===== config.mk =====
export PLATFORM = sky130hd
export DESIGN_NAME = bram_1r1w
export DESIGN_NICKNAME = d
export VERILOG_FILES = /design/src/verilog/bram_1r1w.sv
export SDC_FILE = /design/constraint.sdc
export NUM_CORES = 2
export LEC_CHECK = 0
export ABC_CLOCK_PERIOD_IN_PS = 1900
export BUFFER_PORTS_ARGS = -buffer_cell sky130_fd_sc_hd__buf_2
export CAP_MARGIN = 20
export CORE_MARGIN = 10
export CORE_UTILIZATION = 45
export CTS_BUF_LIST = sky130_fd_sc_hd__clkbuf_8
export CTS_CLUSTER_SIZE = 40
export DETAILED_ROUTE_END_ITERATION = 8
export HOLD_SLACK_MARGIN = 0.15
export PLACE_DENSITY = 0.59
export SLEW_MARGIN = 25
export SYNTH_ARGS = -nofsm -noshare
export SYNTH_HDL_FRONTEND = slang
export SYNTH_SLANG_ARGS = --single-unit

===== constraint.sdc =====
create_clock -name CLK -period 1.9 [get_ports CLK]
set_input_delay 0.38 -clock CLK [delete_from_list [all_inputs] [get_ports CLK]]
set_output_delay 0.38 -clock CLK [all_outputs]
set_load 0.01 [all_outputs]

===== src/verilog/bram_1r1w.sv =====
/*
    Synchronous RAM, one read port and one write port.
    WIDTH must be a multiple of 8, write enables are per byte.
    Read data is registered, so a read takes one cycle.
    Read and write to the same entry in one cycle returns the old data.
    Contents are cleared on reset, so keep DEPTH modest.
*/
module bram_1r1w #(
    parameter int WIDTH = 32,
    parameter int DEPTH = 64,
    localparam int BYTES = WIDTH / 8,
    localparam int INDEX_WIDTH = $clog2(DEPTH)
) (
    input  logic                   CLK,
    input  logic                   nRST,

    input  logic                   read_en,
    input  logic [INDEX_WIDTH-1:0] read_index,
    output logic [WIDTH-1:0]       read_data,

    input  logic [BYTES-1:0]       write_byte_en,
    input  logic [INDEX_WIDTH-1:0] write_index,
    input  logic [WIDTH-1:0]       write_data
);

    logic [WIDTH-1:0] mem [DEPTH];

    always_ff @(posedge CLK or negedge nRST) begin
        if (!nRST) begin
            mem <= '{default: '0};
            read_data <= '0;
        end else begin
            // old contents seen on a same-cycle collision
            if (read_en) begin
                read_data <= mem[read_index];
            end
            for (int b = 0; b < BYTES; b++) begin
                if (write_byte_en[b]) begin
                    mem[write_index][b*8 +: 8] <= write_data[b*8 +: 8];
                end
            end
        end
    end

    // an X enable would corrupt an unknown set of bytes
    a_write_en_known: assert property (
        @(posedge CLK) disable iff (!nRST)
        !$isunknown(write_byte_en)
    ) else $error("bram write enable unknown");

endmodule


Yosys cells after proc, flatten, opt, wreduce, memory -nomap -nowiden
Cells that the tools add are included.
{"block": "totals", "regBits": 2080, "latchBits": 0, "mem_bits_rw": 0, "mem_bits_ro": 0, "input_bits": 51, "output_inout_bits": 32, "word_cells": 90, "mem_count": 0}
{"block": "op_classes", "add_sub_neg": 0, "n_mul": 0, "div": 0, "n_lt_le_gt_ge": 3, "n_eq_ne": 0, "shifts": 0, "n_mux": 19, "n_bitwise": 2, "reduce_logical": 1}
{"cell": "2048-bit bitwise mux", "n": 4}
{"cell": "2048-bit 2-to-1 mux", "n": 4}
{"cell": "32-bit demux with 6-bit select", "n": 4}
{"cell": "32-bit binary-select mux with 6-bit select", "n": 1}
{"cell": "32-bit 2-to-1 mux", "n": 3}
{"cell": "24-bit 2-to-1 mux", "n": 1}
{"cell": "16-bit 2-to-1 mux", "n": 1}
{"cell": "7-bit >= comparator (second input constant)", "n": 2}
{"cell": "6-bit NOT with 7-bit output", "n": 2}
{"cell": "8-bit 2-to-1 mux", "n": 1}
{"cell": "7-bit by 1-bit < comparator with 1-bit output (second input constant)", "n": 1}
{"cell": "1-bit logical AND", "n": 1}

Depth between registers and ports, before layout
{"block": "logic_depth", "ltp_word": 13, "mapped_depth": 9}

Worst setup path before layout
OpenSTA, ideal clock, no wires.
{"block": "synth_path", "path_kind": "in2reg", "from": "input port read_index[2]", "to": "register read_data[10]", "setup_ns": 0.126, "t_arrival_ns": 1.937, "t_required_ns": 1.774, "slack_ns": -0.163, "path_stages": 8, "path_buffers": 4, "path_cell_list": "clkbuf_1 buf_4 buf_2 buf_1 mux4_2 a22oi_1 nand2_1 a221o_1"}
{"block": "synth_via", "elab_chain_len": 4}
{"item": "start, declared", "line_no": "18", "rtl": "input logic [INDEX_WIDTH-1:0] read_index,"}
{"item": "6-bit NOT with 7-bit output (not written as such)", "line_no": "35", "rtl": "read_data <= mem[read_index];"}
{"item": "32-bit binary-select mux with 6-bit select", "line_no": "35"}
{"item": "32-bit 2-to-1 mux (not written as such) (2 in series)", "line_no": "35"}
{"item": "end signal, assigned", "line_no": "35"}
{"item": "end, declared", "line_no": "19", "rtl": "output logic [WIDTH-1:0] read_data,"}
No other way between the ends. The select of a mux whose other input is x is not followed.
A chain may end at the register's enable or synchronous reset.

Final worst setup path
{"block": "layout_path", "from": "register read_data[28]", "to": "output port read_data[28]"}
No word-level cell between the ends.

==> impl_metrics.ini <==
[logic_synthesis]
ys.warnings.count = 0
ys_seq_area_frac = 0.544
synth-seq-cells = 2080
synth_area_leaders = dfrtp_1 54%, mux2_2 18%, mux4_2 6.0%
synth_cell_types = 43
synth_top_area_cell = dfrtp_1
netlist.area_leader.share = 0.544
synth_nets = 6530
syn_area_um2 = 95600
syn-instance-count = 6479
avgSynthCellArea_um2 = 14.8

[timing]
finClkSkew_ps = 48.1
worst_slack_ps = -190
whs_ps = 305
worst_pin_slew_ps = 833
min_period_ps = 2090
slew_viol_final = 0
setup_violations = 40
fin_crit_sh = 1.10
hold_viol = 0
fmax_mhz = 478
maxSlewHeadroom = 0.445
rsz0062_at_grt = yes

[worst_setup_path]
cpMostUsedCell = buf_6
crit_path_end_kind = primary output
path_delay_family = flip-flops
worstPathCellList = buf_6, buf_6
cp-start-kind = register
worstSetupPathType = reg -> out
cpPeakStageDelay_ps = 420
worst-path-buf-inv = 2
cp_data_arrival_time_ps = 1710
crit_slowest_cell = dfrtp_1
path_max_fanout = 2
worstPathRequired_ps = 1520

[clocking]
root_buffer = clkbuf_8
clk_latency_ps = 1040
numCtsBuffers = 369
cts_max_level = 5
clock-sinks = 2080
clk_pin_slew_ps = 60
clock_path_buffers = 4
cts_tree = yes

[layout]
final_common_cell = dfrtp_1
multiInputGateArea_um2 = 41400
final_cell_mix = 2,049 x dfrtp_1, 1,560 x mux2_2, 512 x mux2i_1, 458 x clkbuf_8, 412 x buf_4
seqCellArea_um2 = 52100
fill_cells = 17300
post_route_cells_drive_above_1_share = 0.465
fin_nets = 7269
syn2layout_area_growth_pct = 19.8

[placed_design]
place_ws_ps = -813
gp_congestion = 0.880
io_buffers = 82
dp_hpwl_um = 189000

[die]
die_w_um = 481
coreArea_um2 = 212000
row_count = 169
initial_core_util = 0.452
num_io_pins = 83
die-area_um2 = 231000
die_h_um = 481

[status]
outcome = finished with violations
violations = setup timing

[global_routing]
grt_pass1_vias = 62800
grt_max_degree = 118
grt_overflow = 0
track_usage = 0.238
antenna_found_initial = 11
grt_pass1_wl_um = 417000

[detailed_routing]
dr.pass1.iters = 7
ant_nets = 0
vias_per_cell = 5.74
vias = 59100
wl_per_cell_um = 26.9
wirelength_um = 277000
drcViolationCount = 0
drt-initial-drc-count = 3745

[pwr]
powerDensity_nw_per_um2 = 948
ir_worst_vdd_mv = 0.790
p_leak_uw = 0.0557

[run]
cap_violations = 0

[min_path]
hp-class = in -> reg
kinds of logic (layout without fill, tap and decap cells):
logic type / after synthesis / count (layout) / synth area share
mux: 2816 / 2816 / 0.360
flops: 2080 / 2080 / 0.544
simple gates: 617 / 617 / 0.0361
buf+inv: 486 / 1470 / 0.0237
compound gates: 480 / 480 / 0.0356
other cells: 0 / 6 / 0
path summary, 6_finish.rpt:
| check | depth (start not counted) | end | slack (ps) | start |
|---|---|---|---|---|
| max in group asynchronous | 6 | mem[1778] | 250 | nRST |
| setup reg to reg | 6 | read_data[18] | 30 | read_data[18] |
| hold / removal | 7 | mem[1493] | 310 | write_index[3] |
| min in group asynchronous | 4 | mem[1862] | 420 | nRST |
| setup / recovery | 2 | read_data[28] | -190 | read_data[28] |
| hold reg to reg | 1 | mem[967] | 490 | mem[967] |
power breakdown:
group | internal [uW] | switching [uW] | total, uW
registers | 50200 | 3010 | 53200
clock network | 22200 | 18300 | 40500
logic | 8300 | 6660 | 15000
total | 80700 | 28000 | 109000
cell type report:
type                    instances  share of cell area
diodes                          6            0.000131
flip-flops and latches       2080               0.455
clock inverters               158             0.00688
well taps                    2821              0.0308
multi-input cells            3913               0.361
repair buffers                854              0.0913
clock buffers                 458              0.0550
per-stage QoR:
step / util / instances / setup TNS (ps) / total power, uW / instance area, um^2
2_1_floorplan: - / 6479 / -170 / 63000 / 96100
3_3_place_gp: 0.504 / 9623 / -414150 / 68100 / 107000
3_5_place_dp: 0.504 / 9623 / -429460 / 68800 / 107000
4_1_cts: 0.541 / 10300 / -26260 / 110000 / 114000
5_1_grt: 0.541 / 10300 / -6880 / 114000 / 115000
6_report: 0.541 / 10300 / -4300 / 109000 / 115000
routing by layer:
metal | track usage | up-vias | part of all wire
met3 | 0.0412 | 422 | 0.047
met4 | 0.0848 | 0 | 0.034
li1 | - | 25600 | -
met1 | 0.323 | 31800 | 0.44
met2 | 0.385 | 1345 | 0.48
met5 | 0 | - | 0
synthesized netlist by cell type:
cell type,count
dfrtp_1,2080
mux2_2,1560
mux2i_1,512
mux2_1,360
nand2_1,264
mux4_2,256
clkbuf_1,255
a22oi_1,192
buf_2,144
mux2_4,128
nand2_2,109
o22ai_1,96
nor2_1,67
a221oi_1,64
o21ai_0,53
buf_1,42
nand2b_1,34
a21oi_1,32
a221o_1,32
nand4_1,32
nor3_1,32
nor2_4,28
buf_6,25
buf_4,20
o21ai_1,11
nand2_8,9
nand2_4,7
nand3b_4,4
nor2_8,4
nor2b_1,4
nor2_2,3
or3b_1,3
and2_1,2
nand3_2,2
nand3b_2,2
nand4bb_1,2
or2_2,2
or3_1,2
nand3_1,1
nand4b_1,1
nand4b_2,1
or2b_4,1
or4b_1,1
worst reg2reg max path, cell delays in order, from the launching register on:
cell,delay [ps]
dfrtp_2,460
buf_4,160
nand2b_1,100
o21ai_0,100
nor3_1,320
nand4_1,220
a221o_1,390
state kept, by name, indices dropped and copies added, names as in the netlist:
signal and count:
read_data 32, mem 2048
timing repair:
item / in CTS / in global routing
hold endpoints to repair: 4091 / 19
gates resized for setup: 70 / 17
setup buffers: 5 / 2
hold buffers: 49 / 3
setup endpoints to repair: 34 / 404
pin swaps: 0 / 4
Note: power is estimated with default switching activity, not from simulation.
