$ cat src/verilog/icache_pkg.sv
/*
    Shared constants and types for the 2-way instruction cache.
    Block size, fetch width and L2 address width are fixed by the L2 side
    and are not meant to change per instance. Only the set count varies.
    Tag width depends on the set count, so each module derives it locally
    as L2_ADDR_WIDTH minus the index width.
*/
package icache_pkg;

    // --------------------
    // L2 geometry

    // block address, {tag, index}, byte offset already dropped
    localparam int L2_ADDR_WIDTH = 29;

    localparam int BLOCK_BYTES = 32;
    localparam int FETCH_BYTES = 16;

    // two half-block fetches per block
    localparam int FETCHES_PER_BLOCK = BLOCK_BYTES / FETCH_BYTES;

    // used when the top level is not overridden
    localparam int DEFAULT_NUM_SETS = 128;

    // --------------------
    // fixed-width types

    typedef logic [L2_ADDR_WIDTH-1:0] block_addr_t;

    typedef logic [BLOCK_BYTES*8-1:0] block_data_t;

    typedef logic [FETCH_BYTES*8-1:0] fetch_data_t;

    // selects low or high half of a block
    typedef logic [$clog2(FETCHES_PER_BLOCK)-1:0] fetch_sel_t;

    // --------------------
    // miss unit FSM

    typedef enum logic [2:0] {
        IDLE      = 3'd0,
        REQUEST   = 3'd1,
        WAIT_RESP = 3'd2,
        FILL_LOW  = 3'd3,
        FILL_HIGH = 3'd4
    } miss_state_e;

endpackage

$ cat src/verilog/icache_fill_if.sv
/*
    Array write bus from the miss unit to the tag store and data array.
    No handshake: each cycle with write_valid high is exactly one write.
    tag and tag_valid belong to the way being filled; other_valid and
    other_tag carry the untouched way so a full set entry can be written.
*/
interface icache_fill_if #(
    parameter int NUM_SETS = icache_pkg::DEFAULT_NUM_SETS
);
    localparam int INDEX_WIDTH = $clog2(NUM_SETS);
    localparam int TAG_WIDTH = icache_pkg::L2_ADDR_WIDTH - INDEX_WIDTH;

    logic                   write_valid;
    logic [INDEX_WIDTH-1:0] index;
    icache_pkg::fetch_sel_t fetch_sel;
    logic                   way;
    logic [TAG_WIDTH-1:0]   tag;
    logic                   tag_valid;
    logic                   other_valid;
    logic [TAG_WIDTH-1:0]   other_tag;
    icache_pkg::fetch_data_t data;

    modport source (
        output write_valid, index, fetch_sel, way, tag, tag_valid,
        output other_valid, other_tag, data
    );

    modport sink (
        input write_valid, index, fetch_sel, way, tag, tag_valid,
        input other_valid, other_tag, data
    );

endinterface

$ cat src/verilog/icache_miss_unit.sv
/*
    Single miss register with L2 request and fill sequencing.
    A miss is taken only in IDLE; a miss while busy is dropped and the
    core has to retry. l2_req_valid rises the cycle after acceptance and
    holds until l2_req_ready. Only a response whose address matches the
    request ends the wait. The block is then written as two halves,
    tag invalid with the low half and valid with the high half.
*/
module icache_miss_unit #(
    parameter int NUM_SETS = icache_pkg::DEFAULT_NUM_SETS,
    localparam int INDEX_WIDTH = $clog2(NUM_SETS),
    localparam int TAG_WIDTH = icache_pkg::L2_ADDR_WIDTH - INDEX_WIDTH
) (
    input  logic                     CLK,
    input  logic                     nRST,

    // miss from core feedback
    input  logic                     miss_valid,
    input  logic [INDEX_WIDTH-1:0]   miss_index,
    input  logic [TAG_WIDTH-1:0]     miss_tag,
    input  logic                     victim_way,
    input  logic                     other_valid,
    input  logic [TAG_WIDTH-1:0]     other_tag,

    // L2 request
    output logic                     l2_req_valid,
    output icache_pkg::block_addr_t  l2_req_addr,
    input  logic                     l2_req_ready,

    // L2 response
    input  logic                     l2_resp_valid,
    input  icache_pkg::block_addr_t  l2_resp_addr,
    input  icache_pkg::block_data_t  l2_resp_data,

    icache_fill_if.source            fill
);

    icache_pkg::miss_state_e state_q;
    icache_pkg::miss_state_e state_d;

    logic                     accept;
    logic                     resp_match;
    icache_pkg::fetch_sel_t   fill_sel;

    // miss register payload
    logic [INDEX_WIDTH-1:0]   index_q;
    logic [TAG_WIDTH-1:0]     tag_q;
    logic                     victim_q;
    logic                     other_valid_q;
    logic [TAG_WIDTH-1:0]     other_tag_q;
    icache_pkg::fetch_data_t [icache_pkg::FETCHES_PER_BLOCK-1:0] block_q;

    // --------------------
    // FSM

    assign accept = (state_q == icache_pkg::IDLE) && miss_valid;
    assign resp_match = (state_q == icache_pkg::WAIT_RESP) && l2_resp_valid
                        && (l2_resp_addr == l2_req_addr);

    always_comb begin
        state_d = state_q;
        unique case (state_q)
            icache_pkg::IDLE: begin
                if (miss_valid) begin
                    state_d = icache_pkg::REQUEST;
                end
            end
            icache_pkg::REQUEST: begin
                if (l2_req_ready) begin
                    state_d = icache_pkg::WAIT_RESP;
                end
            end
            icache_pkg::WAIT_RESP: begin
                // other addresses are ignored
                if (resp_match) begin
                    state_d = icache_pkg::FILL_LOW;
                end
            end
            icache_pkg::FILL_LOW: state_d = icache_pkg::FILL_HIGH;
            icache_pkg::FILL_HIGH: state_d = icache_pkg::IDLE;
            default: state_d = icache_pkg::IDLE;
        endcase
    end

    always_ff @(posedge CLK or negedge nRST) begin
        if (!nRST) begin
            state_q <= icache_pkg::IDLE;
        end else begin
            state_q <= state_d;
        end
    end

    // payload, only meaningful outside IDLE
    always_ff @(posedge CLK) begin
        if (accept) begin
            index_q <= miss_index;
            tag_q <= miss_tag;
            victim_q <= victim_way;
            other_valid_q <= other_valid;
            other_tag_q <= other_tag;
        end
        if (resp_match) begin
            block_q <= l2_resp_data;
        end
    end

    // --------------------
    // outputs

    assign l2_req_valid = (state_q == icache_pkg::REQUEST);
    assign l2_req_addr = {tag_q, index_q};

    assign fill_sel = icache_pkg::fetch_sel_t'(state_q == icache_pkg::FILL_HIGH);

    assign fill.write_valid = (state_q == icache_pkg::FILL_LOW)
                              || (state_q == icache_pkg::FILL_HIGH);
    assign fill.index = index_q;
    assign fill.fetch_sel = fill_sel;
    assign fill.way = victim_q;
    assign fill.tag = tag_q;
    // way becomes valid only once both halves are in
    assign fill.tag_valid = (state_q == icache_pkg::FILL_HIGH);
    assign fill.other_valid = other_valid_q;
    assign fill.other_tag = other_tag_q;
    assign fill.data = block_q[fill_sel];

    a_l2_req_hold: assert property (
        @(posedge CLK) disable iff (!nRST)
        (l2_req_valid && !l2_req_ready) |=> (l2_req_valid && $stable(l2_req_addr))
    ) else $error("L2 request dropped or changed before ready");

endmodule

$ cat src/flat_wrapper.sv
// flat-port wrapper written by rule: the top's interface ports become plain ports
module icache_miss_unit_flat 
#(
    parameter int NUM_SETS = icache_pkg::DEFAULT_NUM_SETS,
    localparam int INDEX_WIDTH = $clog2(NUM_SETS),
    localparam int TAG_WIDTH = icache_pkg::L2_ADDR_WIDTH - INDEX_WIDTH
)
  (CLK, nRST, miss_valid, miss_index, miss_tag, victim_way, other_valid, other_tag, l2_req_valid, l2_req_addr, l2_req_ready, l2_resp_valid, l2_resp_addr, l2_resp_data, fill_write_valid, fill_index, fill_fetch_sel, fill_way, fill_tag, fill_tag_valid, fill_other_valid, fill_other_tag, fill_data);
  icache_fill_if #(.NUM_SETS(NUM_SETS)) fill_i ();
  input  logic CLK;
  input  logic nRST;
  input  logic miss_valid;
  input  logic [INDEX_WIDTH-1:0] miss_index;
  input  logic [TAG_WIDTH-1:0] miss_tag;
  input  logic victim_way;
  input  logic other_valid;
  input  logic [TAG_WIDTH-1:0] other_tag;
  output logic l2_req_valid;
  output icache_pkg::block_addr_t l2_req_addr;
  input  logic l2_req_ready;
  input  logic l2_resp_valid;
  input  icache_pkg::block_addr_t l2_resp_addr;
  input  icache_pkg::block_data_t l2_resp_data;
  output wire logic [$bits(fill_i.write_valid)-1:0] fill_write_valid;
  output wire logic [$bits(fill_i.index)-1:0] fill_index;
  output wire logic [$bits(fill_i.fetch_sel)-1:0] fill_fetch_sel;
  output wire logic [$bits(fill_i.way)-1:0] fill_way;
  output wire logic [$bits(fill_i.tag)-1:0] fill_tag;
  output wire logic [$bits(fill_i.tag_valid)-1:0] fill_tag_valid;
  output wire logic [$bits(fill_i.other_valid)-1:0] fill_other_valid;
  output wire logic [$bits(fill_i.other_tag)-1:0] fill_other_tag;
  output wire logic [$bits(fill_i.data)-1:0] fill_data;
  assign fill_write_valid = fill_i.write_valid;
  assign fill_index = fill_i.index;
  assign fill_fetch_sel = fill_i.fetch_sel;
  assign fill_way = fill_i.way;
  assign fill_tag = fill_i.tag;
  assign fill_tag_valid = fill_i.tag_valid;
  assign fill_other_valid = fill_i.other_valid;
  assign fill_other_tag = fill_i.other_tag;
  assign fill_data = fill_i.data;
  icache_miss_unit #(.NUM_SETS(NUM_SETS)) u_core (.CLK(CLK), .nRST(nRST), .miss_valid(miss_valid), .miss_index(miss_index), .miss_tag(miss_tag), .victim_way(victim_way), .other_valid(other_valid), .other_tag(other_tag), .l2_req_valid(l2_req_valid), .l2_req_addr(l2_req_addr), .l2_req_ready(l2_req_ready), .l2_resp_valid(l2_resp_valid), .l2_resp_addr(l2_resp_addr), .l2_resp_data(l2_resp_data), .fill(fill_i));
endmodule
$ cat config.mk
export PLATFORM = sky130hd
export DESIGN_NAME = icache_miss_unit_flat
export DESIGN_NICKNAME = d
export VERILOG_FILES = /design/src/verilog/icache_pkg.sv /design/src/verilog/icache_fill_if.sv /design/src/verilog/icache_miss_unit.sv /design/src/flat_wrapper.sv
export SDC_FILE = /design/constraint.sdc
export NUM_CORES = 1
export LEC_CHECK = 0
export BUFFER_PORTS_ARGS = -buffer_cell sky130_fd_sc_hd__buf_2
export CAP_MARGIN = 15
export CORE_AREA = 2 2 216 218
export DETAILED_ROUTE_END_ITERATION = 7
export DIE_AREA = 0 0 218 220
export GPL_TIMING_DRIVEN = 0
export PLACE_DENSITY = 0.56
export SYNTH_ARGS = -nofsm -noshare
export SYNTH_HDL_FRONTEND = slang
export SYNTH_SLANG_ARGS = --single-unit
export TNS_END_PERCENT = 50
$ cat constraint.sdc
create_clock -name CLK -period 17.3 [get_ports CLK]
set_input_delay 2.595 -clock CLK [delete_from_list [all_inputs] [get_ports CLK]]
set_output_delay 2.595 -clock CLK [all_outputs]
set_load 0.02 [all_outputs]
Yosys cells after proc, flatten, opt, wreduce, memory -nomap -nowiden

Cells that the tools add are included.

Register bits after elaboration: 312
Bits in latches: 0
Bits in writable memories: 0
Memory bits (read-only): 0
Bits of input ports: 343
Memories: 0

Add/subtract/negate cells: 0
$mul: 0
Div/mod/pow operators: 0
$lt $le $gt $ge: 1
Equality and inequality tests: 8
Shifts and indexed selects: 0
Multiplexer cells: 6
Bitwise gates (word level): 0
Reductions and logical operators: 6

Operator list:

| kind                 | count |
|---|---|
| $mux W128            | 2 |
| $eq A29 B29 Y1       | 1 |
| $pmux W3 S4          | 1 |
| $mux W3              | 3 |
| $eq A3 B2 Y1 const B | 2 |
| $ne A2 B1 Y1 const B | 2 |
| $eq A3 B1 Y1 const B | 1 |
| $eq A3 B3 Y1 const B | 1 |
| $logic_and A1 B1 Y1  | 3 |
| $logic_not A3 Y1     | 1 |
| $reduce_and A3 Y1    | 1 |
| $lt A1 B2 Y1 const B | 1 |
| $ne A2 B2 Y1 const B | 1 |
| $logic_or A1 B1 Y1   | 1 |

Longest topological paths before layout

Gate-level depths: netlist (run 1).

Word-level depth: 5
Mapped depth: 5

Least setup slack after synthesis (run 1)

Ideal clock, no wire load.

Path type: input -> register
From: in l2_resp_addr[7]
To: reg u_core.block_q[0] (netlist name), enable pin
Arrival: 13.832 ns
Path slack: 2.590 ns
Stages: 5
Cell sequence: xnor2_1 > nand4_1 > nor4_1 > nand3_1 > nor2_1

Longest elaborated chain between the ends: 2

RTL lines:

| item                  | RTL line                | RTL |
|---|---|---|
| start, declared       | flat_wrapper.sv:22      | `input icache_pkg::block_addr_t l2_resp_addr;` |
| $eq A29 B29 Y1        | icache_miss_unit.sv:58  | `&& (l2_resp_addr == l2_req_addr);` |
| $logic_and A1 B1 Y1   | icache_miss_unit.sv:58  |  |
| via u_core.resp_match | icache_miss_unit.sv:42  | `logic resp_match;` |
| end signal, assigned  | icache_miss_unit.sv:103 | `block_q <= l2_resp_data;` |
| end, declared         | icache_miss_unit.sv:51  | `icache_pkg::fetch_data_t [icache_pkg::FETCHES_PER_BLOCK-1:0] block_q;` |

The timed path passes the listed nets, and every way through them passes these cells.
A chain may end at the register's enable or synchronous reset.

Final worst setup path (run 1)

From: reg u_core.state_q[1]
To: out fill_data[63]

Longest elaborated chain between the ends: 3

RTL lines:

| item                                         | RTL line                | RTL |
|---|---|---|
| start, declared                              | icache_miss_unit.sv:38  | `icache_pkg::miss_state_e state_q;` |
| start signal, assigned                       | icache_miss_unit.sv:87  | `state_q <= icache_pkg::IDLE;` |
| start signal, assigned                       | icache_miss_unit.sv:89  | `state_q <= state_d;` |
| $eq A3 B3 Y1                                 | icache_miss_unit.sv:113 | `assign fill_sel = icache_pkg::fetch_sel_t'(state_q == icache_pkg::FILL_HIGH);` |
| $mux W128 (not written as such) (2 in a row) | icache_miss_unit.sv:125 | `assign fill.data = block_q[fill_sel];` |
| end, declared                                | flat_wrapper.sv:32      | `output wire logic [$bits(fill_i.data)-1:0] fill_data;` |

Every way passes these cells. The select of a mux whose other input is x is not followed.

==> run metrics, run 1 <==
RD Place Congestion=~0.90; I/O pin total=roughly 560; vias in the first global route=approximately 7,200; CP Cell Sequence=nor3b_1 -> buf_2 -> buf_4 -> mux2_2 -> buf_2; dominant synthesized flop cell=edfxtp_1; Vias/cell=3.99; Final Max Slew Viols=0; largest net degree at the start of global routing=37; Worst setup EP type=output pin; clock slew seen by the registers of the worst setup and hold paths=0.06 ns; postcts setup bufs=0; syn nets=880; input/output buffers=556; Routed wire per std cell=17.7 µm; Overflow after GRT=0; H-Tree Level Count=2; clk buf depth=3; placed cell areas=15,300 µm²; Clock Tree Root=clkbuf_16; Cell Int Power=0.00142 W; Starting Density=0.251; Leak=6.44 nW; Most common cell on crit path=buf_2; Switching Fraction=0.263; Setup Viol. Count Final=0; critical path class=register to output pin; post-synth cell types=20; status=complete, no violations; clk sinks=312; arrival time worst endpoint=2.77 ns; chip height=220 µm; Synth async-reset ratio=0.00962; worst skew pair latency=around 0.52 ns; Tmin final=roughly 5.4 ns; commonest cells in the netlist=309 x edfxtp_1, 129 x mux2_2, 40 x buf_4; crit-path max FO=10; share of layout cells above drive strength 1=0.678; Max rail drop VDD=approximately 80 µV; Fin. Hold Viols=0; synthesized cell area=11,500 µm²; final net count=1,487; Tightest Pin Transition=0.784 ns; ANT cells=0; NetSw=0.000508 W; DR iter-0 viols=330; sequential share of power=0.465; first-pass iteration count of the detailed router=4; mean post-synth cell area=21.5 µm²; CTS tree=built; clk_skew=0.0137 ns; CP bufs+invs=3; fin crit share=0.310; worst endpoint required time=14.70 ns; slowest cell on the critical path=nor3b_1; top-count cell post-synth=edfxtp_1; critical path launch point type=register; register area share after synthesis=0.812; die width=218 µm; top cell family by delay on the critical path=buffers and inverters; post-CTS sizing=0; Detail Route Antenna Nets=0; Yosys top cell area share=0.805; Routed WL=31,300 µm; core outline area=45,900 µm²; count of state elements after synthesis=312; number of synthesized flops with an enable pin=309; global-route wire length before repair=42,800 µm; fmax=186 MHz; relative slew slack=0.476; Worst Hold Class=register to register; DRC=0; hold_buf cts=0; Synth area leader=edfxtp_1; row count=79; PD cells=118 nW/µm²; Design Area, Final=16,300 µm²; Via Count=about 7,100; antenna violations before repair=0; Gate power share=0.179; max incr delay on CP=0.49 ns; WHS=0.525 ns; cts bufs inserted=35; Final WS setup=11.93 ns; GRT Resource Usage Total=0.120; die area=48,000 µm²; Clk network pwr share=0.357; top post-synthesis cells by area=edfxtp_1 81%, mux2_2 13%, buf_4 2.6%, xnor2_1 1.2%, xor2_1 0.99%; Synthesis Warnings=0; dpl ws=11.58 ns; RSZ-0062 raised after global routing=false; Area Overhead vs Synth=41.7%; # Max-Cap Violations=0; Gate Count Post-Synth=537; HPWL Detailed=between 20,000 and 25,000 µm
==> state kept, by name, indices dropped and copies added, names as in the netlist <==
name	flops
u_core.block_q	256
u_core.fill.other_tag	22
u_core.fill.index	7
u_core.state_q	3
u_core.fill.tag	22
u_core.fill.other_valid	1
u_core.fill.way	1
==> routing by layer <==
metal	wire [µm]	track usage
met3	2470	0.0400
met2	15800	0.201
met4	644	0.0392
met5	0	0
met1	12400	0.146
==> through the flow <==
| stage | TNS, ns | utilization | std cells | power, W |
|---|---|---|---|---|
| 6_report | 0 | 0.356 | 1773 | 0.00193 |
| 5_1_grt | 0 | 0.356 | 1773 | 0.00201 |
| 4_1_cts | 0 | 0.356 | 1773 | 0.00197 |
| 3_5_place_dp | 0 | 0.333 | 1714 | 0.00126 |
| 3_3_place_gp | -484.60 | 0.328 | 1700 | 0.00126 |
| 2_1_floorplan | 0 | - | 537 | 0.00111 |
==> placed cells by master (no fill, tap or decap), types with 2 or more instances in the layout <==
cell type and count:
clkinv_1 4, nand3_1 2, clkinvlp_4 2, xnor2_1 16, xor2_1 13, buf_12 7
buf_4 46, dfrtp_1 3, edfxtp_1 309, nor3b_1 2, mux2_2 129, nand4_1 4
clkbuf_1 10, nor2_1 2, clkinv_2 5, nor4_1 4, buf_2 560, clkbuf_16 37
==> cell families (layout without fill, tap and decap cells) <==
family,count (synthesis),in the layout,synth area share
AO/OA/AOI/OAI,2,2,0.00109
XOR/XNOR,29,29,0.0220
multiplexers,129,129,0.126
AND/OR/NAND/NOR,20,20,0.0106
flip-flops,312,312,0.812
buffers and inverters,45,674,0.0281
==> final cells by class <==
class,instances,area [µm²]
buffer,44,320
clock buffer,47,963
clock inverter,12,85.1
fill,4481,29500
inverter,1,3.75
multi-input combinational,180,1860
sequential,312,9350
tap,607,759
timing repair buffer,570,2980
==> final timing paths <==
kind	cells after the start	slack [ns]	endpoint	startpoint
max in group asynchronous	1	15.33	u_core.state_q[0]	nRST
worst min register to register	1	0.52	u_core.state_q[1]	u_core.state_q[2]
worst max register to register	9	13.76	u_core.block_q[97]	u_core.fill.tag[19]
min in group asynchronous	1	1.85	u_core.state_q[1]	nRST
worst max-delay path	5	11.93	fill_data[63]	u_core.state_q[1]
worst min-delay path	1	0.52	u_core.state_q[1]	u_core.state_q[2]
==> power by group through the flow <==
| stage | logic, W | registers (W) | clock network, W |
|---|---|---|---|
| global placement | 0.000339 | 0.000921 | 0 |
| CTS | 0.000353 | 0.000896 | 0.000717 |
| finish | 0.000345 | 0.000898 | 0.000689 |
| detailed placement | 0.000351 | 0.000912 | 0 |
| global route | 0.000368 | 0.000900 | 0.000745 |
| floorplan | 0.000171 | 0.000943 | 0 |
Power figures use the tool's default switching activity.
==> run 2: changes to the inputs <==
ABC_AREA = 1   (was not set)
CORE_AREA = 2 2 219 221   (was 2 2 216 218)
DIE_AREA = 0 0 221 223   (was 0 0 218 220)
clock period = 5.51 ns   (was 17.3 ns; I/O delays follow)
==> run 2 against run 1 <==
Against the previous run:
- first-iteration DRC count up 68%
- critical path depth up 5
- flip-flop and latch count stayed put
- clock skew rose by 0.0051 ns
- sequential share of layout area shrank 2.3 points
- global-route usage grew 2.1 points
- core utilization rose by 0.46 points
==> run metrics, run 2 <==
chip height=223 µm (+1.4%); Worst Hold Class=input port to async pin; Tmin final=around 3.5 ns; arrival time worst endpoint=3.71 ns (+0.94 ns); sequential share of power=0.437 (-0.028); fmax=288 MHz; top post-synthesis cells by area=edfxtp_1 77%, nand2_1 15%, buf_4 2.1%, inv_1 1.9%, buf_2 0.95%; cts bufs inserted=35 (unchanged); postcts setup bufs=0 (unchanged); Clk network pwr share=0.353 (-0.004); Worst setup EP type=register; Routed WL=36,200 µm (+16%); crit-path max FO=33 (+23); max FFs per register=256 (unchanged); global-route wire length before repair=53,200 µm (+24%); Area Overhead vs Synth=40.8%; fillcell total=4,695 (+4.8%); Non-Filler Instances=2,206 (+24%); Switching Fraction=0.299 (+0.0362); worst endpoint required time=5.75 ns (-8.95 ns); # Max-Cap Violations=0 (unchanged); worst skew pair latency=0.55 ns (+0.03 ns); critical path launch point type=register; final net count=1,908 (+28%); relative slew slack=0.479 (+0.00249); RD Place Congestion=0.898 (about the same); most frequent cells in the layout=579 x buf_2, 471 x nand2_1, 309 x edfxtp_1, 59 x inv_1, 35 x clkbuf_16; Reg-to-Reg Start=u_core.fill.tag[5]; Synth async-reset ratio=0.00962 (unchanged); Synth area leader=edfxtp_1; GRT Resource Usage Total=0.141 (+0.0212); Synthesis Warnings=0 (unchanged); Via Count=8,992 (+27%); core outline area=47,100 µm² (+2.8%); share of layout cells above drive strength 1=0.430 (-0.248); Fin. Hold Viols=0 (unchanged); Final Max Slew Viols=0 (unchanged); Yosys top cell area share=0.769 (-0.0367); NetSw=0.00193 W (+280%); DRC=0 (unchanged); Routed wire per std cell=16.4 µm (-7.1%); commonest cells in the netlist=471 x nand2_1, 309 x edfxtp_1, 60 x inv_1; HPWL Detailed=28,200 µm (+17%); input/output buffers=556 (unchanged); post-CTS sizing=0 (unchanged); number of synthesized flops with an enable pin=309 (unchanged); H-Tree Level Count=2 (unchanged); Tightest Pin Transition=0.776 ns (-0.00770 ns); count of state elements after synthesis=312 (unchanged); top-count cell post-synth=nand2_1; vias in the first global route=9,002 (+25%); clock slew seen by the registers of the worst setup and hold paths=0.06 ns (about the same); WHS=0.0708 ns (-0.454 ns); hold_buf cts=0 (unchanged); RSZ-0062 raised after global routing=false; first-pass iteration count of the detailed router=5 (+1); most common library cell in the layout ignoring fill and taps=buf_2; synthesized cell area=12,100 µm² (+4.8%); Worst R2R End=u_core.block_q[179]; fin crit share=0.630; Max rail drop VDD=239 µV (+200%); Register-to-Register Path Depth=10 (+1); antenna violations before repair=3 (+3); CTS tree=built; DR iter-0 viols=554 (+68%); Reg2Reg Setup Slack=2.04 ns (-11.72 ns); Clock Tree Root=clkbuf_16; register area share after synthesis=0.775 (-0.0370); Cell Int Power=0.00452 W (+220%); Starting Density=0.256 (+0.00485); die area=49,300 µm² (+2.8%); dpl cells=2,143 (+25%); PD cells=380 nW/µm² (+220%); row count=80 (+1.3%); Overflow after GRT=0 (unchanged); dominant synthesized flop cell=edfxtp_1; Reg with most FFs=u_core.block_q; clk sinks=312 (unchanged); post-synth cell types=24 (+20%); Leak=7.64 nW (+19%); mean post-synth cell area=12.6 µm² (-41%); status=complete, no violations; I/O pin total=557 (unchanged); Gate Count Post-Synth=961 (+79%); clk buf depth=3 (unchanged); Gate power share=0.210 (+0.031); critical path class=register to register; clk_skew=0.0187 ns (+0.00506 ns); Vias/cell=4.08 (+2.1%); largest net degree at the start of global routing=38 (+2.7%); syn nets=1,304 (+48%); Setup Viol. Count Final=0 (unchanged); Detail Route Antenna Nets=0 (unchanged); die width=221 µm (+1.4%)
==> run 2: changes by cell type in the layout (fill, tap and decap cells not counted), moves of 9 or more <==
cell     delta
xnor2_1     -9
inv_1      +58
buf_2      +19
xor2_1     -13
mux2_2    -129
nor2_1     +12
nand2_1   +470
buf_4      -12
==> run 2: kinds of logic after synthesis <==
| family | after synthesis | share of synthesized area |
|---|---|---|
| compound gates | 10 | 0.00498 |
| xor+xnor | 9 | 0.00653 |
| buf+inv | 120 | 0.0503 |
| flops | 312 | 0.775 |
| simple gates | 510 | 0.163 |
==> run 2: power groups by stage <==
stage               sequential [W]  clock (W)  combinational, W
finish                     0.00282    0.00228           0.00135
global route               0.00283    0.00243           0.00148
CTS                        0.00282    0.00235           0.00138
detailed placement         0.00287          0           0.00137
global placement           0.00288          0           0.00134
floorplan                  0.00295          0          0.000692
==> run 2: worst max path at each step <==
stage	end	slack (ns)	start
floorplan	u_core.block_q[0]	-0.09	l2_resp_addr[14]
global placement	u_core.block_q[49]	-2.04	l2_resp_addr[12]
detailed placement	u_core.block_q[49]	1.59	l2_resp_addr[12]
CTS	u_core.block_q[106]	2.02	u_core.fill.tag[5]
global route	u_core.block_q[177]	1.86	u_core.fill.tag[5]
finish	u_core.block_q[179]	2.04	u_core.fill.tag[5]
==> run 2: area by class of cell <==
class                      count  area (µm²)  area share
clock buffer                  39         891      0.0524
tap                          615         769      0.0453
timing repair buffer         567        2990       0.176
antenna                        2        5.00    0.000295
sequential                   312        9350       0.551
buffer                        58         374      0.0220
clock inverter                22         223      0.0131
inverter                      62         240      0.0141
multi-input combinational    529        2150       0.126
==> run 2: worst max-delay path, stage by stage, from the launching register on <==
cell	delay (ns)
edfxtp_1	0.45
xnor2_1	0.38
nand3_1	0.11
nor3_1	0.21
nand3_1	0.16
nor2_4	0.62
buf_12	0.27
buf_12	0.23
buf_12	0.25
buf_16	0.20
buf_12	0.21
==> run 2: layer usage <==
layer | track usage | part of all wire | wire (µm) | vias to the layer above
met5 | 0 | 0.00036 | 13 | -
met4 | 0.0435 | 0.022 | 779 | 2
met3 | 0.0473 | 0.081 | 2930 | 55
met2 | 0.238 | 0.49 | 17900 | 342
met1 | 0.171 | 0.40 | 14600 | 4224
li1 | - | - | - | 4369
==> run 2: through the flow <==
stage	util	total power [W]	setup WS (ns)	cell area [µm²]	setup TNS, ns
5_1_grt	0.360	0.00674	1.86	17000	0
3_5_place_dp	0.337	0.00424	1.59	15900	0
6_report	0.360	0.00645	2.04	17000	0
3_3_place_gp	0.332	0.00422	-2.04	15700	-518.28
2_1_floorplan	-	0.00364	-0.0899	12100	-23.01
4_1_cts	0.360	0.00654	2.02	17000	0
==> run 3: changes to the inputs <==
clock period = 3.64 ns   (was 5.51 ns; I/O delays follow)
==> run 3 against run 2 <==
Against the previous run:
- global-route usage rose by 0.33 points
- clock power increased by 47%
- worst hold slack improved by 0.098 ns
- via count is 0.54% higher
- routed wire length rose by 2.1%
- die area unchanged
- count of clock-buffer cells in the layout increased by 5
- critical path depth is 2 lower
- cell area fell by 0.31%
- register-to-register slack got worse by 1.3 ns
- critical endpoint is now fill_data[13]
- largest cell class unchanged
==> run metrics, run 3 (synthesis gave the netlist of run 2 again) <==
grt peak-use layer=met2; worst endpoint required time=3.09 ns (-2.66 ns); top cell family by delay on the critical path=buffers and inverters; placed cell areas=15,800 µm² (-0.17%); Vias/cell=4.09 (+0.41%); M2 GR Usage=0.243 (+0.00464); Routed WL=36,900 µm (+2.1%); Worst Hold Class=input port to register; critical path launch point type=register; input/output buffers=556 (unchanged); most common library cell in the layout ignoring fill and taps=buf_2; Routed wire per std cell=16.7 µm (+1.9%); final net count=1,910 (+0.10%); clock slew seen by the registers of the worst setup and hold paths=0.06 ns (about the same); DRC=0 (unchanged); relative slew slack=0.453 (-0.0254); crit-path max FO=10 (-70%); largest net degree at the start of global routing=38 (unchanged); Starting Density=0.256 (unchanged); Max rail drop VDD=463 µV (+93%); clk_skew=0.0205 ns (+0.00173 ns); dpl ws=0.492 ns (-1.10 ns); worst skew pair latency=0.54 ns (about the same); slowest cell on the critical path=dfrtp_1; antenna violations before repair=6 (+3); arrival time worst endpoint=2.62 ns (-1.09 ns); Leak=7.62 nW (-0.25%); Final WS setup=0.473 ns (-1.56 ns); RSZ-0062 raised after global routing=false; GRT Resource Usage Total=0.145 (+0.00327); GRT met3 Usage=0.0452 (-0.00211); Overflow after GRT=0 (unchanged); die area=49,300 µm² (unchanged); critical path class=register to output pin; max incr delay on CP=0.47 ns (-0.15 ns); max FFs per register=256 (unchanged); fin crit share=0.870; CP Cell Sequence=nor2_1 -> nand2_2 -> inv_2 -> buf_4 -> buf_2 -> nand2_1 -> nand2_1 -> buf_2; final core utilization=0.359 (-0.00111); HPWL Detailed=28,500 µm (+1.1%); Detail Route Antenna Nets=0 (unchanged); clk buf depth=3 (unchanged); CTS tree=built; # Max-Cap Violations=0 (unchanged); DR iter-0 viols=457 (-18%); Clock Tree Root=clkbuf_16; Setup Viol. Count Final=0 (unchanged); cts bufs inserted=36 (+2.9%); global-route wire length before repair=54,000 µm (+1.5%); met1 Use GR=0.172 (+0.000664); first-pass iteration count of the detailed router=4 (-1); most frequent cells in the layout=579 x buf_2, 471 x nand2_1, 309 x edfxtp_1, 60 x inv_1, 36 x clkbuf_16; row count=80 (unchanged); status=complete, no violations; chip height=223 µm (unchanged); PD cells=571 nW/µm² (+50%); core outline area=47,100 µm² (unchanged); die width=221 µm (unchanged); Worst setup EP type=output pin; share of layout cells above drive strength 1=0.428 (-0.00279); Final Max Slew Viols=0 (unchanged); Tightest Pin Transition=0.820 ns (+0.0439 ns); Fin. Hold Viols=0 (unchanged); CP bufs+invs=4 (-1); Via Count=9,041 (+0.54%); clk sinks=312 (unchanged); Area Overhead vs Synth=40.3%; vias in the first global route=9,196 (+2.2%); RD Place Congestion=0.888 (-1.1%); fmax=316 MHz; I/O pin total=557 (unchanged); Reg with most FFs=u_core.block_q; Design Area, Final=16,900 µm² (-0.31%); H-Tree Level Count=2 (unchanged); Tmin final=~3.2 ns
==> run 3: per-stage QoR <==
step / hold slack [ns] / power [W] / std cells / TNS (ns)
6_report: 0.169 / 0.00967 / 2209 / 0
5_1_grt: 0.133 / 0.0101 / 2209 / 0
3_3_place_gp: 0.345 / 0.00638 / 2132 / -1017.54
4_1_cts: 0.127 / 0.00983 / 2205 / 0
2_1_floorplan: 0.250 / 0.00551 / 961 / -452.47
3_5_place_dp: 0.349 / 0.00642 / 2143 / 0
==> run 3: per-layer routing <==
layer | part of all wire | routed length, µm | vias up
met3 | 0.080 | 2940 | 74
met5 | 0.00057 | 21 | -
met2 | 0.49 | 18200 | 367
li1 | - | - | 4376
met4 | 0.030 | 1110 | 4
met1 | 0.40 | 14600 | 4220
==> run 3: timing repair <==
item,CTS,global route
gates resized for setup,0,0
endpoints found under the hold margin,3,0
setup buffers,0,0
hold buffers,1,0
==> run 3: final timing paths <==
check | startpoint | end | slack, ns | cells after the start
max | u_core.state_q[0] | fill_data[13] | 0.47 | 8
min | l2_resp_data[51] | u_core.block_q[51] | 0.17 | 1
min in group asynchronous | nRST | u_core.state_q[1] | 0.37 | 2
max reg2reg | u_core.fill.index[4] | u_core.block_q[141] | 0.69 | 8
max in group asynchronous | nRST | u_core.state_q[0] | 3.16 | 2
min reg2reg | u_core.state_q[1] | u_core.state_q[2] | 0.68 | 2
==> run 3: where the power goes <==
group / leakage, nW / switching [W] / internal [W]
Clock: 0.528 / 0.00145 / 0.00190
Combinational: 4.26 / 0.00135 / 0.000707
Sequential: 2.83 / 0.000128 / 0.00413
==> run 3: worst register-to-register path, stage by stage, from the launching register on <==
cell and delay (ns):
edfxtp_1 0.43, xnor2_1 0.34, nand4_1 0.13, nor3_1 0.24
nand3_1 0.17, nor2_4 0.52, buf_12 0.30, buf_12 0.27
buf_12 0.25
==> run 3: layout make-up <==
cell class | instances | area, µm²
clock buffer | 44 | 931
inverter | 62 | 233
clock inverter | 17 | 141
sequential | 312 | 9350
antenna | 4 | 10.0
buffer | 58 | 374
timing repair buffer | 568 | 2990
fill | 4722 | 30200
multi-input combinational | 529 | 2130
tap | 615 | 769
